### config.mk
export PLATFORM = sky130hd
export DESIGN_NAME = ipv4_rewrite_top
export DESIGN_NICKNAME = d
export VERILOG_FILES = /design/src/source/ipv4_rewrite_pkg.sv /design/src/source/ipv4_field_edit.sv /design/src/source/ipv4_checksum_update.sv /design/src/source/ipv4_rewrite_top.sv
export VERILOG_INCLUDE_DIRS = /design/src /design/src/source
export SDC_FILE = /design/constraint.sdc
export NUM_CORES = 1
export LEC_CHECK = 0
export ABC_CLOCK_PERIOD_IN_PS = 8119
export BUFFER_PORTS_ARGS = -buffer_cell sky130_fd_sc_hd__buf_2
export CAP_MARGIN = 0
export CORE_ASPECT_RATIO = 1.5
export CORE_UTILIZATION = 50
export DETAILED_ROUTE_END_ITERATION = 12
export PLACE_DENSITY_LB_ADDON = 0.15
export SETUP_SLACK_MARGIN = 0.1
export SYNTH_ARGS = -nofsm -noshare
export SYNTH_HDL_FRONTEND = slang
export SYNTH_SLANG_ARGS = --single-unit
### constraint.sdc
create_clock -name clk -period 8.12 [get_ports clk]
set_clock_uncertainty 0.05 [all_clocks]
set_input_delay 0.812 -clock clk [delete_from_list [all_inputs] [get_ports clk]]
set_output_delay 0.812 -clock clk [all_outputs]
set_load 0.005 [all_outputs]
### src/source/ipv4_rewrite_settings.svh
//################################################
// pipeline depth is fixed by the RTL stage count
// RW_EXPIRE_TTL must stay within 0 to 255
//################################################

`ifndef IPV4_REWRITE_SETTINGS_SVH
`define IPV4_REWRITE_SETTINGS_SVH

// cycles from a sampled request to its result strobe
// one field edit stage plus two checksum update stages
`define RW_PIPE_DEPTH 3

// incoming TTL at or below this value marks the packet for drop
// a router may not forward a packet whose TTL reaches zero,
// so the default drops anything arriving with TTL 1 or 0
`define RW_EXPIRE_TTL 1

`endif

### src/source/ipv4_rewrite_pkg.sv
//################################################
// types shared by the IPv4 header rewrite pipeline
// header words are in network order, bits 15:8 first
//################################################

`default_nettype none

package ipv4_rewrite_pkg;

    // one's-complement header checksum, as carried in header word 5
    typedef logic [15:0] csum_t;

    // one 16-bit word of the IPv4 header
    typedef logic [15:0] hword_t;

    // sideband carried beside the TTL checksum update
    typedef struct packed {
        hword_t tos_old;  // word 0 as received
        hword_t tos_new;  // word 0 after DSCP remark
        hword_t ttl_new;  // word 4 after TTL decrement
        logic   expired;  // TTL at or below the drop threshold
    } edit_side_t;

    // sideband carried beside the TOS checksum update
    // the old TOS word is consumed by that stage, so it is not kept
    typedef struct packed {
        hword_t ttl_new;
        hword_t tos_new;
        logic   expired;
    } final_side_t;

    // 16-bit one's-complement add with end-around carry
    function automatic csum_t add1c(input csum_t a, input csum_t b);
        logic [16:0] sum;
        sum = {1'b0, a} + {1'b0, b};
        // folding the carry back in cannot overflow a second time
        return sum[15:0] + {15'd0, sum[16]};
    endfunction

endpackage

`default_nettype wire

### src/source/ipv4_field_edit.sv
//################################################
// TTL decrement saturates at 0; protocol byte passes
// one request per cycle, no stall, 1 cycle latency
//################################################

`default_nettype none

`include "ipv4_rewrite_settings.svh"

module ipv4_field_edit (
    input  logic                         clk,
    input  logic                         rst_n_i,
    input  logic                         req_i,
    input  ipv4_rewrite_pkg::csum_t      old_csum_i,
    input  ipv4_rewrite_pkg::hword_t     tos_word_i,
    input  ipv4_rewrite_pkg::hword_t     ttl_word_i,
    input  logic                         remark_en_i,
    input  logic [5:0]                   dscp_i,
    output logic                         valid_o,
    output ipv4_rewrite_pkg::csum_t      csum_o,
    output ipv4_rewrite_pkg::hword_t     ttl_old_o,
    output ipv4_rewrite_pkg::hword_t     ttl_new_o,
    output ipv4_rewrite_pkg::edit_side_t side_o
);

    import ipv4_rewrite_pkg::*;

    logic [7:0] ttl_in;        // TTL byte of the incoming word 4
    logic [7:0] ttl_dec;
    logic       expired;
    hword_t     ttl_word_new;
    hword_t     tos_word_new;

    logic       valid_q;
    csum_t      csum_q;
    hword_t     ttl_old_q;
    hword_t     ttl_new_q;
    edit_side_t side_q;

    assign ttl_in = ttl_word_i[15:8];

    always_comb begin
        // a TTL of 0 should never arrive, but it must not wrap to 255
        if (ttl_in == 8'd0) begin
            ttl_dec = 8'd0;
        end else begin
            ttl_dec = ttl_in - 8'd1;
        end

        expired = (ttl_in <= 8'(`RW_EXPIRE_TTL));

        ttl_word_new = {ttl_dec, ttl_word_i[7:0]};  // protocol byte kept

        // DSCP lives in bits 7:2 of word 0
        // version/IHL above it and ECN below it are never touched
        if (remark_en_i) begin
            tos_word_new = {tos_word_i[15:8], dscp_i, tos_word_i[1:0]};
        end else begin
            tos_word_new = tos_word_i;
        end
    end

    // request strobe
    always_ff @(posedge clk) begin
        if (!rst_n_i) begin
            valid_q <= 1'b0;
        end else begin
            valid_q <= req_i;
        end
    end

    // payload only loads on a request
    always_ff @(posedge clk) begin
        if (req_i) begin
            csum_q          <= old_csum_i;
            ttl_old_q       <= ttl_word_i;
            ttl_new_q       <= ttl_word_new;
            side_q.tos_old  <= tos_word_i;
            side_q.tos_new  <= tos_word_new;
            side_q.ttl_new  <= ttl_word_new;
            side_q.expired  <= expired;
        end
    end

    assign valid_o   = valid_q;
    assign csum_o    = csum_q;     // checksum is only repaired downstream
    assign ttl_old_o = ttl_old_q;
    assign ttl_new_o = ttl_new_q;
    assign side_o    = side_q;

endmodule

`default_nettype wire

### src/source/ipv4_checksum_update.sv
//################################################
// RFC 1624 update for one changed word, 1 cycle
// old checksum 0xFFFF is not a legal input value
//################################################

`default_nettype none

module ipv4_checksum_update #(
    parameter type side_t = logic
) (
    input  logic                     clk,
    input  logic                     rst_n_i,
    input  logic                     update_req_i,
    input  ipv4_rewrite_pkg::csum_t  old_csum_i,
    input  ipv4_rewrite_pkg::hword_t old_field_i,
    input  ipv4_rewrite_pkg::hword_t new_field_i,
    input  side_t                    side_i,
    output logic                     update_valid_o,
    output ipv4_rewrite_pkg::csum_t  new_csum_o,
    output side_t                    side_o
);

    import ipv4_rewrite_pkg::*;

    csum_t inv_csum;     // ~HC
    csum_t inv_old;      // ~m
    csum_t partial_sum;  // ~HC + ~m
    csum_t total_sum;    // ~HC + ~m + m'
    csum_t csum_next;

    logic  valid_q;
    csum_t csum_q;
    side_t side_q;

    // HC' = ~(~HC + ~m + m')  (RFC 1624 eqn. 3)
    // each add folds its carry back in before the next one
    assign inv_csum    = ~old_csum_i;
    assign inv_old     = ~old_field_i;
    assign partial_sum = add1c(inv_csum, inv_old);
    assign total_sum   = add1c(partial_sum, new_field_i);
    assign csum_next   = ~total_sum;

    always_ff @(posedge clk) begin
        if (!rst_n_i) begin
            valid_q <= 1'b0;
        end else begin
            valid_q <= update_req_i;
        end
    end

    // checksum result loads with the request, holds otherwise
    always_ff @(posedge clk) begin
        if (update_req_i) begin
            csum_q <= csum_next;
        end
    end

    // sideband rides along untouched
    always_ff @(posedge clk) begin
        if (!rst_n_i) begin
            side_q <= '0;
        end else if (update_req_i) begin
            side_q <= side_i;
        end
    end

    assign update_valid_o = valid_q;
    assign new_csum_o     = csum_q;
    assign side_o         = side_q;

endmodule

`default_nettype wire

### src/source/ipv4_rewrite_top.sv
//################################################
// result 3 cycles after each request, in order
// no back-pressure; outputs valid only with the strobe
//################################################

`default_nettype none

module ipv4_rewrite_top (
    input  logic                     clk,
    input  logic                     rst_n_i,
    input  logic                     rewrite_req_i,
    input  ipv4_rewrite_pkg::csum_t  old_csum_i,
    input  ipv4_rewrite_pkg::hword_t tos_word_i,
    input  ipv4_rewrite_pkg::hword_t ttl_word_i,
    input  logic                     remark_en_i,
    input  logic [5:0]               dscp_i,
    output logic                     rewrite_valid_o,
    output ipv4_rewrite_pkg::csum_t  new_csum_o,
    output ipv4_rewrite_pkg::hword_t new_ttl_word_o,
    output ipv4_rewrite_pkg::hword_t new_tos_word_o,
    output logic                     drop_o
);

    import ipv4_rewrite_pkg::*;

    // field edit stage outputs
    logic        edit_valid;
    csum_t       edit_csum;
    hword_t      edit_ttl_old;
    hword_t      edit_ttl_new;
    edit_side_t  edit_side;

    // after the TTL word has been folded into the checksum
    logic        ttl_valid;
    csum_t       ttl_csum;
    edit_side_t  ttl_side;

    final_side_t tos_side_in;
    final_side_t tos_side_out;

    ipv4_field_edit u_field_edit (
        .clk         (clk),
        .rst_n_i     (rst_n_i),
        .req_i       (rewrite_req_i),
        .old_csum_i  (old_csum_i),
        .tos_word_i  (tos_word_i),
        .ttl_word_i  (ttl_word_i),
        .remark_en_i (remark_en_i),
        .dscp_i      (dscp_i),
        .valid_o     (edit_valid),
        .csum_o      (edit_csum),
        .ttl_old_o   (edit_ttl_old),
        .ttl_new_o   (edit_ttl_new),
        .side_o      (edit_side)
    );

    // word 4 update, TTL always changes
    ipv4_checksum_update #(
        .side_t (edit_side_t)
    ) u_csum_ttl (
        .clk            (clk),
        .rst_n_i        (rst_n_i),
        .update_req_i   (edit_valid),
        .old_csum_i     (edit_csum),
        .old_field_i    (edit_ttl_old),
        .new_field_i    (edit_ttl_new),
        .side_i         (edit_side),
        .update_valid_o (ttl_valid),
        .new_csum_o     (ttl_csum),
        .side_o         (ttl_side)
    );

    // old TOS word is used up here, the rest moves on
    assign tos_side_in.ttl_new = ttl_side.ttl_new;
    assign tos_side_in.tos_new = ttl_side.tos_new;
    assign tos_side_in.expired = ttl_side.expired;

    // word 0 update, an identity when no remark was asked for
    ipv4_checksum_update #(
        .side_t (final_side_t)
    ) u_csum_tos (
        .clk            (clk),
        .rst_n_i        (rst_n_i),
        .update_req_i   (ttl_valid),
        .old_csum_i     (ttl_csum),
        .old_field_i    (ttl_side.tos_old),
        .new_field_i    (ttl_side.tos_new),
        .side_i         (tos_side_in),
        .update_valid_o (rewrite_valid_o),
        .new_csum_o     (new_csum_o),
        .side_o         (tos_side_out)
    );

    assign new_ttl_word_o = tos_side_out.ttl_new;
    assign new_tos_word_o = tos_side_out.tos_new;
    assign drop_o         = tos_side_out.expired;

endmodule

`default_nettype wire

; Yosys cells after proc, flatten, opt, wreduce, memory -nomap -nowiden
; Cells that the tools add are included.
[word_totals]
ff_bits = 198
input_bits = 58
elab_cells = 37
[classes]
add_sub_neg = 9
magnitude_cmp = 1
mux = 1
n_bitwise = 6
n_reduce_logical = 1
[op_table]
columns = op, n
row1 = $not 16->16, 6
row2 = $add 16x16->17, 4
row3 = $add 16x1->16, 4
row4 = $le 8x1->1 const B, 1
row5 = $logic_not 8->1, 1
row6 = $mux 8, 1
row7 = $sub 8x1->8 const B, 1

; Logic depth before layout (Yosys ltp)
; Gate-level depths: netlist of the first run.
[depth]
ltp_word = 6
ltp_mapped = 36
mapped_depth_nobuf = 36

; Cells and area by module
; A second synthesis of the first run with hierarchy kept.
[hier_totals]
hier_cells = 1100
hier_area_um2 = 11208.2
[by_module_without_submodules]
columns = mod, n_inst, cells_each, area_each_um2, seq_area_each_um2
row1 = ipv4_checksum_update at u_csum_ttl, 1, 532, 4789.6, 1481.4
row2 = ipv4_checksum_update at u_csum_tos, 1, 429, 3921.3, 1161.1
row3 = ipv4_field_edit, 1, 139, 2497.4, 1911.8

; Worst setup path after synthesis of the first run
; Ideal clock, no wire load.
[synth_timing]
path_kind = register to register
from = reg u_field_edit.ttl_old_q[0] (netlist: u_field_edit.ttl_old_o[0])
to = reg u_csum_ttl.csum_q[15] (netlist: u_csum_ttl.new_csum_o[15]), data pin
t_arrival_ps = 6420
t_required_ps = 7802
slack_ps = 1382
path_stages_with_launch = 35
n_path_buf = 0
period_less_slack_ps = 6738
path_cell_list = edfxtp_1 -> inv_1 -> ha_1 -> inv_1 -> fa_1 -> nor2b_1 -> o21a_1 -> o21a_1 -> o21ai_0 -> a31oi_1 -> a21oi_1 -> o21bai_1 -> ha_1 -> nor2b_1 -> nand2_1 -> nor4_2 -> nand4_1 -> or4_4 -> xor2_1 -> ha_1 -> and3_1 -> a311oi_2 -> o21bai_1 -> a21oi_1 -> o21bai_1 -> a21o_1 -> ha_1 -> nand2_1 -> nor2b_1 -> nand3_1 -> nor3_2 -> and4_1 -> nand2_1 -> nor4_1 -> xnor3_1
[synth_via]
elab_chain_cells = 6
[synth_rtl]
columns = element, line_no
row1 = from (decl), ipv4_field_edit.sv:36  ; hword_t ttl_old_q;
row2 = from (signal assigned), ipv4_field_edit.sv:76  ; ttl_old_q <= ttl_word_i;
row3 = $not 16->16, ipv4_checksum_update.sv:38  ; assign inv_old = ~old_field_i;
row4 = $add 16x16->17, ipv4_rewrite_pkg.sv:35  ; sum = {1'b0, a} + {1'b0, b};
row5 = $add 16x1->16, ipv4_rewrite_pkg.sv:37  ; return sum[15:0] + {15'd0, sum[16]};
row6 = $add 16x16->17, ipv4_rewrite_pkg.sv:35
row7 = $add 16x1->16, ipv4_rewrite_pkg.sv:37
row8 = $not 16->16, ipv4_checksum_update.sv:41  ; assign csum_next = ~total_sum;
row9 = via u_csum_ttl.csum_next[15], ipv4_checksum_update.sv:29  ; csum_t csum_next;
row10 = to (signal assigned), ipv4_checksum_update.sv:54  ; csum_q <= csum_next;
row11 = to (decl), ipv4_checksum_update.sv:32  ; csum_t csum_q;
; The timed path passes the listed nets, and every way through them passes these cells.
; A chain may end at the register's enable or synchronous reset.

; Worst setup path after layout of the first run
; Ends and elaborated chain as after synthesis.

==> out/results.txt, run 1 <==
status -> complete, no violations
Setup CP Type -> flop to flop
CP top delay family -> simple AND/OR/NAND/NOR gates
P&R area growth vs syn -> 14.1%
Cell Int Power -> 2190 uW
Netlist cell types -> 77
DRT met1 WL -> 7450 um
Synth Cell Area -> 10100 um2
I/O Pins -> 108
Sw Pwr -> 1240 uW
setup_tns -> 0 ns
cell taking the most area after synthesis -> edfxtp_1
fmax -> 0.137 GHz
setup ws final -> 0.843 ns
WP buf/inv -> 2
global-route wire length before repair -> 31900 um
DIE HEIGHT -> 176 um
Wirelength per Cell -> 14.7 um
Root Buffer -> clkbuf_16
H-tree levels -> 4
most common cell in the synthesized netlist -> edfxtp_1
CTS tree -> yes
vias in the first global route -> 6782
RSZ-0062 raised after global routing -> no
critical path data required time -> 8.25 ns
worst min path class -> flop to flop
CP max stage delay -> 0.56 ns
dpl hpwl -> 15200 um
Final Power -> 3430 uW
Flop pwr share -> 31.9%
Post-route DRC -> 0
GRT overflow -> 0
Syn Inst Count -> 958
initial core utilization -> 51.3%
Slew headroom -> 44.6%
Tcrit/Tclk final -> 89.6%
Tmin final -> 7.28 ns
Num CTS Buffers -> 17
total routed wirelength -> 19800 um
fin. max-slew vios -> 0
top routing layer in use -> met4
count of final hold-check violations -> 0
Worst Setup Start Kind -> flop
DRT iter0 DRCs -> 282
CP arrival -> 7.41 ns
vias per cell -> 5.18
synthesized flop and latch total -> 170
Final nets -> 1209
Die W -> 118 um
largest cells by area after synthesis -> edfxtp_1 (28%), dfxtp_1 (15%), ha_1 (9.4%), mux2i_1 (7.4%), xnor2_1 (5.6%)
First-pass DRT Iterations -> 4
port bufs -> 107
ANT nets after route -> 0
Worst Max-Slew Pin Slew -> 0.830 ns
Placement Setup Slack -> 0.526 ns
CTS sink cnt -> 170
EDFF count, synth -> 95
antenna cells -> 0
share of cells above drive strength 1 -> 16.1%
clk_lat worst skew -> 0.44 ns
full die area -> 20900 um2
GPL Wtd Cong -> 0.876
largest net degree at the start of global routing -> 76
Worst path slowest cell -> or4_4
Primary FF master, synth -> edfxtp_1
DR WL met3 -> 444 um
Post-synth ARST share -> 0%
sw frac -> 36.1%
Clk pin slew, worst setup/hold paths -> 0.06 ns
most frequent cells after synthesis -> edfxtp_1 (95), inv_1 (92), nor2b_1 (85)
Max Root-Sink Buffers -> 2
most frequent CP cell -> ha_1
R2R Setup Slk -> 0.84 ns
Vias -> 6967
met2 WL -> 11200 um
maximum vdd drop -> 0.179 mV
Power per Cell Area -> 296 nW/um2
# setup viols final -> 0
Yosys warning count -> 0
Max Cap Violations -> 0
syn_area_per_cell -> 10.6 um2
Clk pwr share -> 22.9%
Leak -> 0.00480 uW
Synth top area share -> 28.1%
post-synthesis sequential area ratio -> 42.9%
CP max FO -> 6
syn_nets -> 1096
Layout fillers -> 1749
CP Capture Type -> flop
GRT Total Usage -> 20.0%
antenna violations before repair -> 0
Placement Rows -> 63
Core Footprint -> 19800 um2
combinational share of power -> 45.2%
[layout make-up]
class	instances	area [um2]	share of cell area [%]
Multi-Input combinational cell	678	5390	46.6
Sequential cell	170	4360	37.6
Timing Repair Buffer	112	573	4.95
Clock buffer	25	529	4.57
Inverter	92	345	2.98
Tap cell	260	325	2.81
Clock inverter	7	51.3	0.443
[routing by layer]
metal,global-route usage [%],vias to the layer above
met5,0,-
li1,-,3601
met2,39.9,96
met1,18.7,3238
met3,3.94,32
met4,10.6,0
[state kept, by name, summed over array words and instances (netlist names)]
| signal | flops |
|---|---|
| u_csum_tos.new_csum_o | 16 |
| u_field_edit.ttl_old_o | 16 |
| u_field_edit.valid_o | 1 |
| u_csum_tos.side_o | 33 |
| u_csum_ttl.new_csum_o | 16 |
| u_field_edit.ttl_new_o | 8 |
| u_csum_tos.update_valid_o | 1 |
| u_field_edit.side_o | 23 |
| u_csum_ttl.update_valid_o | 1 |
| u_csum_ttl.side_o | 39 |
| u_field_edit.csum_o | 16 |
[cells by family (layout without fill, tap and decap cells)]
| kind of cell | Yosys count | in the layout | synth area share, % |
|---|---|---|---|
| AND/OR/NAND/NOR | 256 | 256 | 14.1 |
| AO/OA/AOI/OAI | 154 | 154 | 11.0 |
| adder cells (fa/ha/maj) | 80 | 80 | 10.2 |
| XOR/XNOR | 107 | 107 | 9.65 |
| flip-flops | 170 | 170 | 42.9 |
| multiplexers | 81 | 81 | 8.07 |
| buffers and inverters | 110 | 236 | 4.07 |
[placed cells by master (no fill, tap or decap), types with 5 or more instances in the layout]
cell type	count
buf_2	107
edfxtp_1	95
inv_1	92
nor2b_1	83
ha_1	76
mux2i_1	75
dfxtp_1	73
xnor2_1	65
nor2_1	40
xor2_1	39
nand2_1	39
a21oi_1	32
a21o_1	24
clkbuf_16	20
o21ai_0	18
nor3_1	17
nand3_1	16
o21ai_1	12
nand4_1	11
o21bai_1	10
and3_1	8
o21a_1	6
nand2b_1	6
mux2_2	6
a211oi_1	5
and2_1	5
buf_4	5
[through the flow]
step,instance area [um2],instances,hold WS [ns],utilization [%]
2_1_floorplan,10100,958,0.429,-
3_5_place_dp,11000,1311,0.444,55.4
4_1_cts,11500,1343,0.459,58.4
5_1_grt,11600,1344,0.473,58.5
3_3_place_gp,11000,1311,0.436,55.4
6_report,11600,1344,0.458,58.5
[tightest hold or removal path: cells and delay by family, from the launching register on]
| kind | cells | cell delay [ns] |
|---|---|---|
| flip-flops | 1 | 0.32 |
| multiplexers | 1 | 0.06 |
| AND/OR/NAND/NOR | 1 | 0.09 |
[worst paths after layout]
path,from,end,cells past startpoint
max,u_field_edit.ttl_old_o[0],u_csum_ttl.new_csum_o[15],34
min,u_csum_tos.side_o[19],u_csum_tos.side_o[19],2
max reg2reg,u_field_edit.ttl_old_o[0],u_csum_ttl.new_csum_o[15],34
min reg2reg,u_csum_tos.side_o[19],u_csum_tos.side_o[19],2
[power by group through the flow]
stage          Clock, uW  Combinational [uW]  Sequential [uW]
2_1_floorplan          0                1270             1100
3_3_place_gp           0                1520             1110
3_5_place_dp           0                1550             1110
4_1_cts              807                1560             1090
5_1_grt              839                1740             1100
6_report             786                1550             1090
[repair_timing]
action | 4_1_cts | 5_1_grt
buffers inserted | 0 | 1
hold buffers | 0 | 0
resized for setup | 0 | 5
endpoints found under the setup margin | 0 | 6
Note: power is estimated with default switching activity, not from simulation.
==> inputs of run 2 (changes only) <==
--- a/config.mk
+++ b/config.mk
@@ -6,6 +6,7 @@
 export SDC_FILE = /design/constraint.sdc
 export NUM_CORES = 1
 export LEC_CHECK = 0
+export ABC_AREA = 1
 export ABC_CLOCK_PERIOD_IN_PS = 8119
 export BUFFER_PORTS_ARGS = -buffer_cell sky130_fd_sc_hd__buf_2
 export CAP_MARGIN = 0
==> out/results.txt, run 2 <==
Worst Setup Start Kind -> flop
Max Cap Violations -> 0 (unchanged)
Worst Setup SP -> u_csum_ttl.side_o[17]
global-route wire length before repair -> 46500 um (+46%)
max FFs per register -> 39 (unchanged)
Num CTS Buffers -> 17 (unchanged)
Core Footprint -> 21800 um2 (+10%)
Yosys warning count -> 0 (unchanged)
maximum vdd drop -> 0.164 mV (-8.2%)
Syn Inst Count -> 1551 (+62%)
count of final hold-check violations -> 0 (unchanged)
most frequent cells after synthesis -> nand2_1 (443), inv_1 (275), nor2_1 (160)
GRT overflow -> 0 (unchanged)
CTS sink cnt -> 170 (unchanged)
CP Capture Type -> flop
largest net degree at the start of global routing -> 76 (unchanged)
Wirelength per Cell -> 15.2 um (+3.3%)
post_cts resized -> 0 (unchanged)
critical path data required time -> 8.27 ns (+0.02 ns)
RR Startpoint -> u_csum_ttl.side_o[17]
Root Buffer -> clkbuf_16
fin. max-slew vios -> 0 (unchanged)
Power per Cell Area -> 272 nW/um2 (-8.1%)
grt met2 use -> 53.0% (+13 points)
port bufs -> 107 (unchanged)
Final nets -> 1796 (+49%)
setup_tns -> 0 ns (unchanged)
Leak -> 0.00658 uW (+37%)
Synth top area share -> 25.5% (-2.6 points)
Worst path slowest cell -> fa_1
Placement Setup Slack -> 1.61 ns (+1.08 ns)
RSZ-0062 raised after global routing -> no
Worst Max-Slew Pin Slew -> 0.804 ns (-0.0263 ns)
CP max stage delay -> 0.41 ns (-0.15 ns)
First-pass DRT Iterations -> 6 (+2)
setup bufs post-CTS -> 0 (unchanged)
Post-synth ARST share -> 0% (unchanged)
Primary FF master, synth -> edfxtp_1
vias per cell -> 5.13 (-1.0%)
syn_area_per_cell -> 7.20 um2 (-32%)
full die area -> 23000 um2 (+10%)
setup ws final -> 1.56 ns (+0.722 ns)
Clk pin slew, worst setup/hold paths -> 0.07 ns (about the same)
H-tree levels -> 4 (unchanged)
RR Endpoint -> u_csum_tos.new_csum_o[12]
Placement Rows -> 66 (+4.8%)
grt peak-use layer -> met2
DIE HEIGHT -> 185 um (+4.9%)
CTS tree -> yes
Tcrit/Tclk final -> 80.7% (-8.9 points)
most common cell in the synthesized netlist -> nand2_1
Synth Cell Area -> 11200 um2 (+10%)
synthesized flop and latch total -> 170 (unchanged)
post-synthesis sequential area ratio -> 39.0% (-3.9 points)
I/O Pins -> 108 (unchanged)
hold buffers post-CTS -> 0 (unchanged)
R2R Setup Slk -> 1.56 ns (+0.72 ns)
GRT Total Usage -> 27.0% (+7.1 points)
met3 usage -> 4.37% (+0.43 points)
# setup viols final -> 0 (unchanged)
Netlist cell types -> 35 (-55%)
share of cells above drive strength 1 -> 12.1% (-4.1 points)
reg2reg path depth -> 40 (+18%)
Vias -> 9972 (+43%)
commonest non-fill, non-tap cell in the layout -> nand2_1
Die W -> 124 um (+4.8%)
ANT nets after route -> 0 (unchanged)
CP arrival -> 6.71 ns (-0.70 ns)
DRT iter0 DRCs -> 516 (+83%)
Tmin final -> 6.56 ns (-0.722 ns)
Max Root-Sink Buffers -> 2 (unchanged)
GPL Wtd Cong -> 0.928 (+6.0%)
status -> complete, no violations
clk_lat worst skew -> 0.44 ns (about the same)
CP max FO -> 7 (+1)
vias in the first global route -> 9813 (+45%)
GRT met1 Usage -> 24.5% (+5.8 points)
EDFF count, synth -> 95 (unchanged)
fmax -> 0.153 GHz (+11%)
antenna violations before repair -> 1 (+1)
syn_nets -> 1689 (+54%)
Post-route DRC -> 0 (unchanged)
P&R area growth vs syn -> 12.6%
Setup CP Type -> flop to flop
worst min path class -> flop to flop
total routed wirelength -> 29600 um (+49%)
commonest non-fill, non-tap cells in the layout -> nand2_1 (443), inv_1 (275), nor2_1 (160)
dpl hpwl -> 23700 um (+56%)
initial core utilization -> 51.2% (about the same)
most frequent CP cell -> nand2_1
cell taking the most area after synthesis -> edfxtp_1
Slew headroom -> 46.4% (+1.8 points)
largest cells by area after synthesis -> edfxtp_1 (26%), nand2_1 (15%), dfxtp_1 (13%), inv_1 (9.2%), ha_1 (8.5%)
Critical Path Sink -> u_csum_tos.new_csum_o[12]
run 2: power breakdown:
group	internal [uW]	switching, uW
combinational	523	1020
sequential	1030	36.3
clock	449	367
total	2000	1420
run 2: worst max-delay path: cells and delay by family, from the launching register on:
kind / cells / cell delay (ns)
flops: 1 / 0.32
compound gates: 4 / 0.78
fa+ha+maj: 5 / 1.44
buf+inv: 4 / 0.32
simple gates: 27 / 3.42
run 2: layer usage:
metal	routed length, um	part of all wire [%]	up-vias
li1	-	-	5139
met1	10400	35	4524
met2	16200	55	228
met3	931	3.1	81
met4	2000	6.7	0
met5	0	0	-
run 2: cells by family after synthesis:
kind of cell / synth area share [%]
AOI/OAI and AO/OA: 8.26
xor gates and xnor gates: 1.96
adders and majority gates: 9.23
buffers and inverters: 10.2
DFF: 39.0
muxes: 0.605
and+or+nand+nor: 30.7
run 2: layout make-up:
type / count / area, um2
clock inverters: 13 / 130
inverters: 280 / 1050
well taps: 272 / 340
clock buffers: 19 / 454
repair buffers: 112 / 573
multi-input cells: 1077 / 5670
diodes: 1 / 2.50
flip-flops and latches: 170 / 4360
fillers: 2138 / 9220
run 2: worst min path at each step:
stage	start	depth (start not counted)	endpoint
after global placement	u_csum_ttl.side_o[2]	2	u_csum_tos.side_o[18]
after global routing	u_field_edit.side_o[0]	2	u_csum_ttl.side_o[0]
after CTS	u_field_edit.side_o[0]	2	u_csum_ttl.side_o[0]
after detailed placement	u_field_edit.side_o[0]	2	u_csum_ttl.side_o[0]
after floorplan	u_csum_ttl.side_o[35]	2	u_csum_ttl.side_o[35]
final	u_csum_ttl.side_o[8]	2	u_csum_tos.side_o[24]
run 2: metrics by stage:
stage	power [uW]	util [%]	instances	cell area (um2)	hold WS, ns
3_3_place_gp	2600	55.0	1911	12000	0.411
4_1_cts	3450	57.7	1943	12600	0.434
5_1_grt	3700	57.7	1943	12600	0.454
6_report	3430	57.7	1944	12600	0.428
2_1_floorplan	2230	-	1551	11200	0.383
3_5_place_dp	2620	55.0	1911	12000	0.418
==> inputs of run 3 (changes only) <==
--- a/config.mk
+++ b/config.mk
@@ -6,8 +6,8 @@
 export SDC_FILE = /design/constraint.sdc
 export NUM_CORES = 1
 export LEC_CHECK = 0
-export ABC_AREA = 1
-export ABC_CLOCK_PERIOD_IN_PS = 8119
+export ABC_AREA = 0
+export ABC_CLOCK_PERIOD_IN_PS = 5400
 export BUFFER_PORTS_ARGS = -buffer_cell sky130_fd_sc_hd__buf_2
 export CAP_MARGIN = 0
 export CORE_ASPECT_RATIO = 1.5
==> constraint.sdc (replaced) <==
create_clock -name clk -period 5.4 [get_ports clk]
set_clock_uncertainty 0.05 [all_clocks]
set_input_delay 0.54 -clock clk [delete_from_list [all_inputs] [get_ports clk]]
set_output_delay 0.54 -clock clk [all_outputs]
set_load 0.005 [all_outputs]
==> out/results.txt, run 3 (synthesis gave the netlist of run 1 again) <==
clk_lat worst skew -> 0.44 ns (about the same)
Worst Max-Slew Pin Slew -> 0.876 ns (+0.0718 ns)
CP Capture Type -> flop
Slew headroom -> 41.6% (-4.8 points)
I/O Pins -> 108 (unchanged)
Core Footprint -> 19800 um2 (-9.2%)
critical path data required time -> 5.53 ns (-2.74 ns)
Power per Cell Area -> 470 nW/um2 (+72%)
sw frac -> 36.0% (-5.6 points)
Max Root-Sink Buffers -> 2 (unchanged)
antenna cells -> 0 (-1)
dpl hpwl -> 17900 um (-25%)
Root Buffer -> clkbuf_16
maximum vdd drop -> 0.274 mV (+67%)
Placement Rows -> 63 (-4.5%)
reg2reg path depth -> 34 (-15%)
CP arrival -> 6.52 ns (-0.19 ns)
CTS sink cnt -> 170 (unchanged)
setup ws final -> -0.987 ns (-2.55 ns)
Tcrit/Tclk final -> 118% (+38 points)
register area -> 4360 um2 (about the same)
commonest non-fill, non-tap cells in the layout -> buf_4 (231), buf_2 (107), edfxtp_1 (95)
R2R Setup Slk -> -0.99 ns (-2.55 ns)
GRT overflow -> 0 (unchanged)
ANT nets after route -> 0 (unchanged)
area of the multi-input gates -> 5850 um2 (+3.1%)
antenna violations before repair -> 0 (-1)
P&R area growth vs syn -> 37.5%
vias in the first global route -> 8276 (-16%)
Vias -> 8053 (-19%)
worst min path class -> input port to flop
Setup CP Type -> flop to flop
CTS tree -> yes
most frequent CP cell -> buf_4
fmax -> 0.157 GHz (+2.6%)
Leak -> 0.00613 uW (-6.8%)
Placement Setup Slack -> -1.04 ns (-2.65 ns)
RSZ-0062 raised after global routing -> yes
Post-route DRC -> 0 (unchanged)
GRT Total Usage -> 23.8% (-3.3 points)
vias per cell -> 5.07 (-1.1%)
Clk pwr share -> 18.7% (-5.1 points)
max FFs per register -> 39 (unchanged)
Final nets -> 1453 (-19%)
failing checks -> setup timing
DRT iter0 DRCs -> 264 (-49%)
largest net degree at the start of global routing -> 76 (unchanged)
total routed wirelength -> 23800 um (-20%)
Layout fillers -> 1500 (-30%)
WHS Path Cells -> 1 (-1)
combinational share of power -> 56.3% (+11 points)
commonest non-fill, non-tap cell in the layout -> buf_4
status -> finished, violations left
Num CTS Buffers -> 17 (unchanged)
Worst path slowest cell -> a211oi_1
DIE HEIGHT -> 176 um (-4.6%)
full die area -> 20900 um2 (-9.1%)
H-tree levels -> 4 (unchanged)
Flop pwr share -> 25.0% (-6.1 points)
CP max FO -> 3 (-4)
final core occ -> 70.5% (+13 points)
fin. max-slew vios -> 0 (unchanged)
initial core utilization -> 51.3% (about the same)
CP max stage delay -> 0.46 ns (+0.05 ns)
GPL Wtd Cong -> 0.897 (-3.4%)
First-pass DRT Iterations -> 5 (-1)
Clk pin slew, worst setup/hold paths -> 0.06 ns (about the same)
Final Power -> 6560 uW (+91%)
Tmin final -> 6.39 ns (-0.169 ns)
Max Cap Violations -> 0 (unchanged)
Cell Int Power -> 4200 uW (+110%)
Wirelength per Cell -> 15.0 um (-1.8%)
Worst Setup Start Kind -> flop
port bufs -> 107 (unchanged)
Sw Pwr -> 2360 uW (+66%)
count of final hold-check violations -> 0 (unchanged)
Die W -> 118 um (-4.6%)
global-route wire length before repair -> 37900 um (-18%)
# setup viols final -> 31 (+31)
share of cells above drive strength 1 -> 36.9% (+25 points)
[run 3: cell types whose count changed in the layout (fill, tap and decap cells not counted), sizes merged, moves of 24 or more]
cell | before | now
nor2b | 0 | 85
xnor2 | 17 | 65
nand3 | 99 | 16
nor2 | 177 | 41
buf | 112 | 356
inv | 286 | 97
o21ai | 84 | 32
mux2i | 0 | 75
a21o | 0 | 24
xor2 | 8 | 39
nand2 | 462 | 39
a21oi | 80 | 34
[run 3: final timing paths]
check | start | end
min | tos_word_i[12] | u_field_edit.side_o[29]
max reg2reg | u_field_edit.ttl_old_o[2] | u_csum_ttl.new_csum_o[15]
min reg2reg | u_field_edit.side_o[30] | u_csum_ttl.side_o[30]
max | u_field_edit.ttl_old_o[2] | u_csum_ttl.new_csum_o[15]
[run 3: per-layer routing]
metal	GRT usage (%)	part of all wire, %
met1	20.8	35
met2	48.4	58
met3	3.97	2.0
met4	15.6	5.1
met5	0	0
[run 3: critical path: cells and delay by family (launching register included)]
kind,cells,cell delay [ns]
AO/OA/AOI/OAI,9,1.77
XOR/XNOR,2,0.41
adder cells (fa/ha/maj),3,0.74
buffers and inverters,11,1.40
flip-flops,1,0.41
AND/OR/NAND/NOR,9,1.31
[run 3: timing repair]
item,CTS,global route
resized for setup,49,35
endpoints found under the setup margin,32,32
hold buffers,0,0
pin swaps,31,25
buffers inserted,31,12
[run 3: layout make-up]
| type | instances | share of cell area [%] |
|---|---|---|
| Sequential cell | 170 | 31.2 |
| Clock inverter | 8 | 0.511 |
| Clock buffer | 24 | 3.83 |
| Tap cell | 260 | 2.33 |
| Inverter | 92 | 2.48 |
| Multi-Input combinational cell | 678 | 41.9 |
| Timing Repair Buffer | 356 | 17.7 |
[run 3: per-stage QoR]
stage	setup TNS (ns)	area, um2	hold slack, ns	cells
after floorplan	-8.61	10300	0.429	958
after global placement	-12.38	12700	0.440	1519
after detailed placement	-17.09	12700	0.447	1519
after CTS	-15.71	13800	0.198	1582
after global routing	-26.99	14000	0.201	1588
final	-16.75	14000	0.221	1588
[run 3: power by group through the flow]
stage               registers, uW  clock network [uW]  logic, uW
floorplan                    1650                   0       2010
global placement             1660                   0       3220
detailed placement           1670                   0       3290
CTS                          1640                1250       3550
global route                 1650                1300       4050
finish                       1640                1230       3690
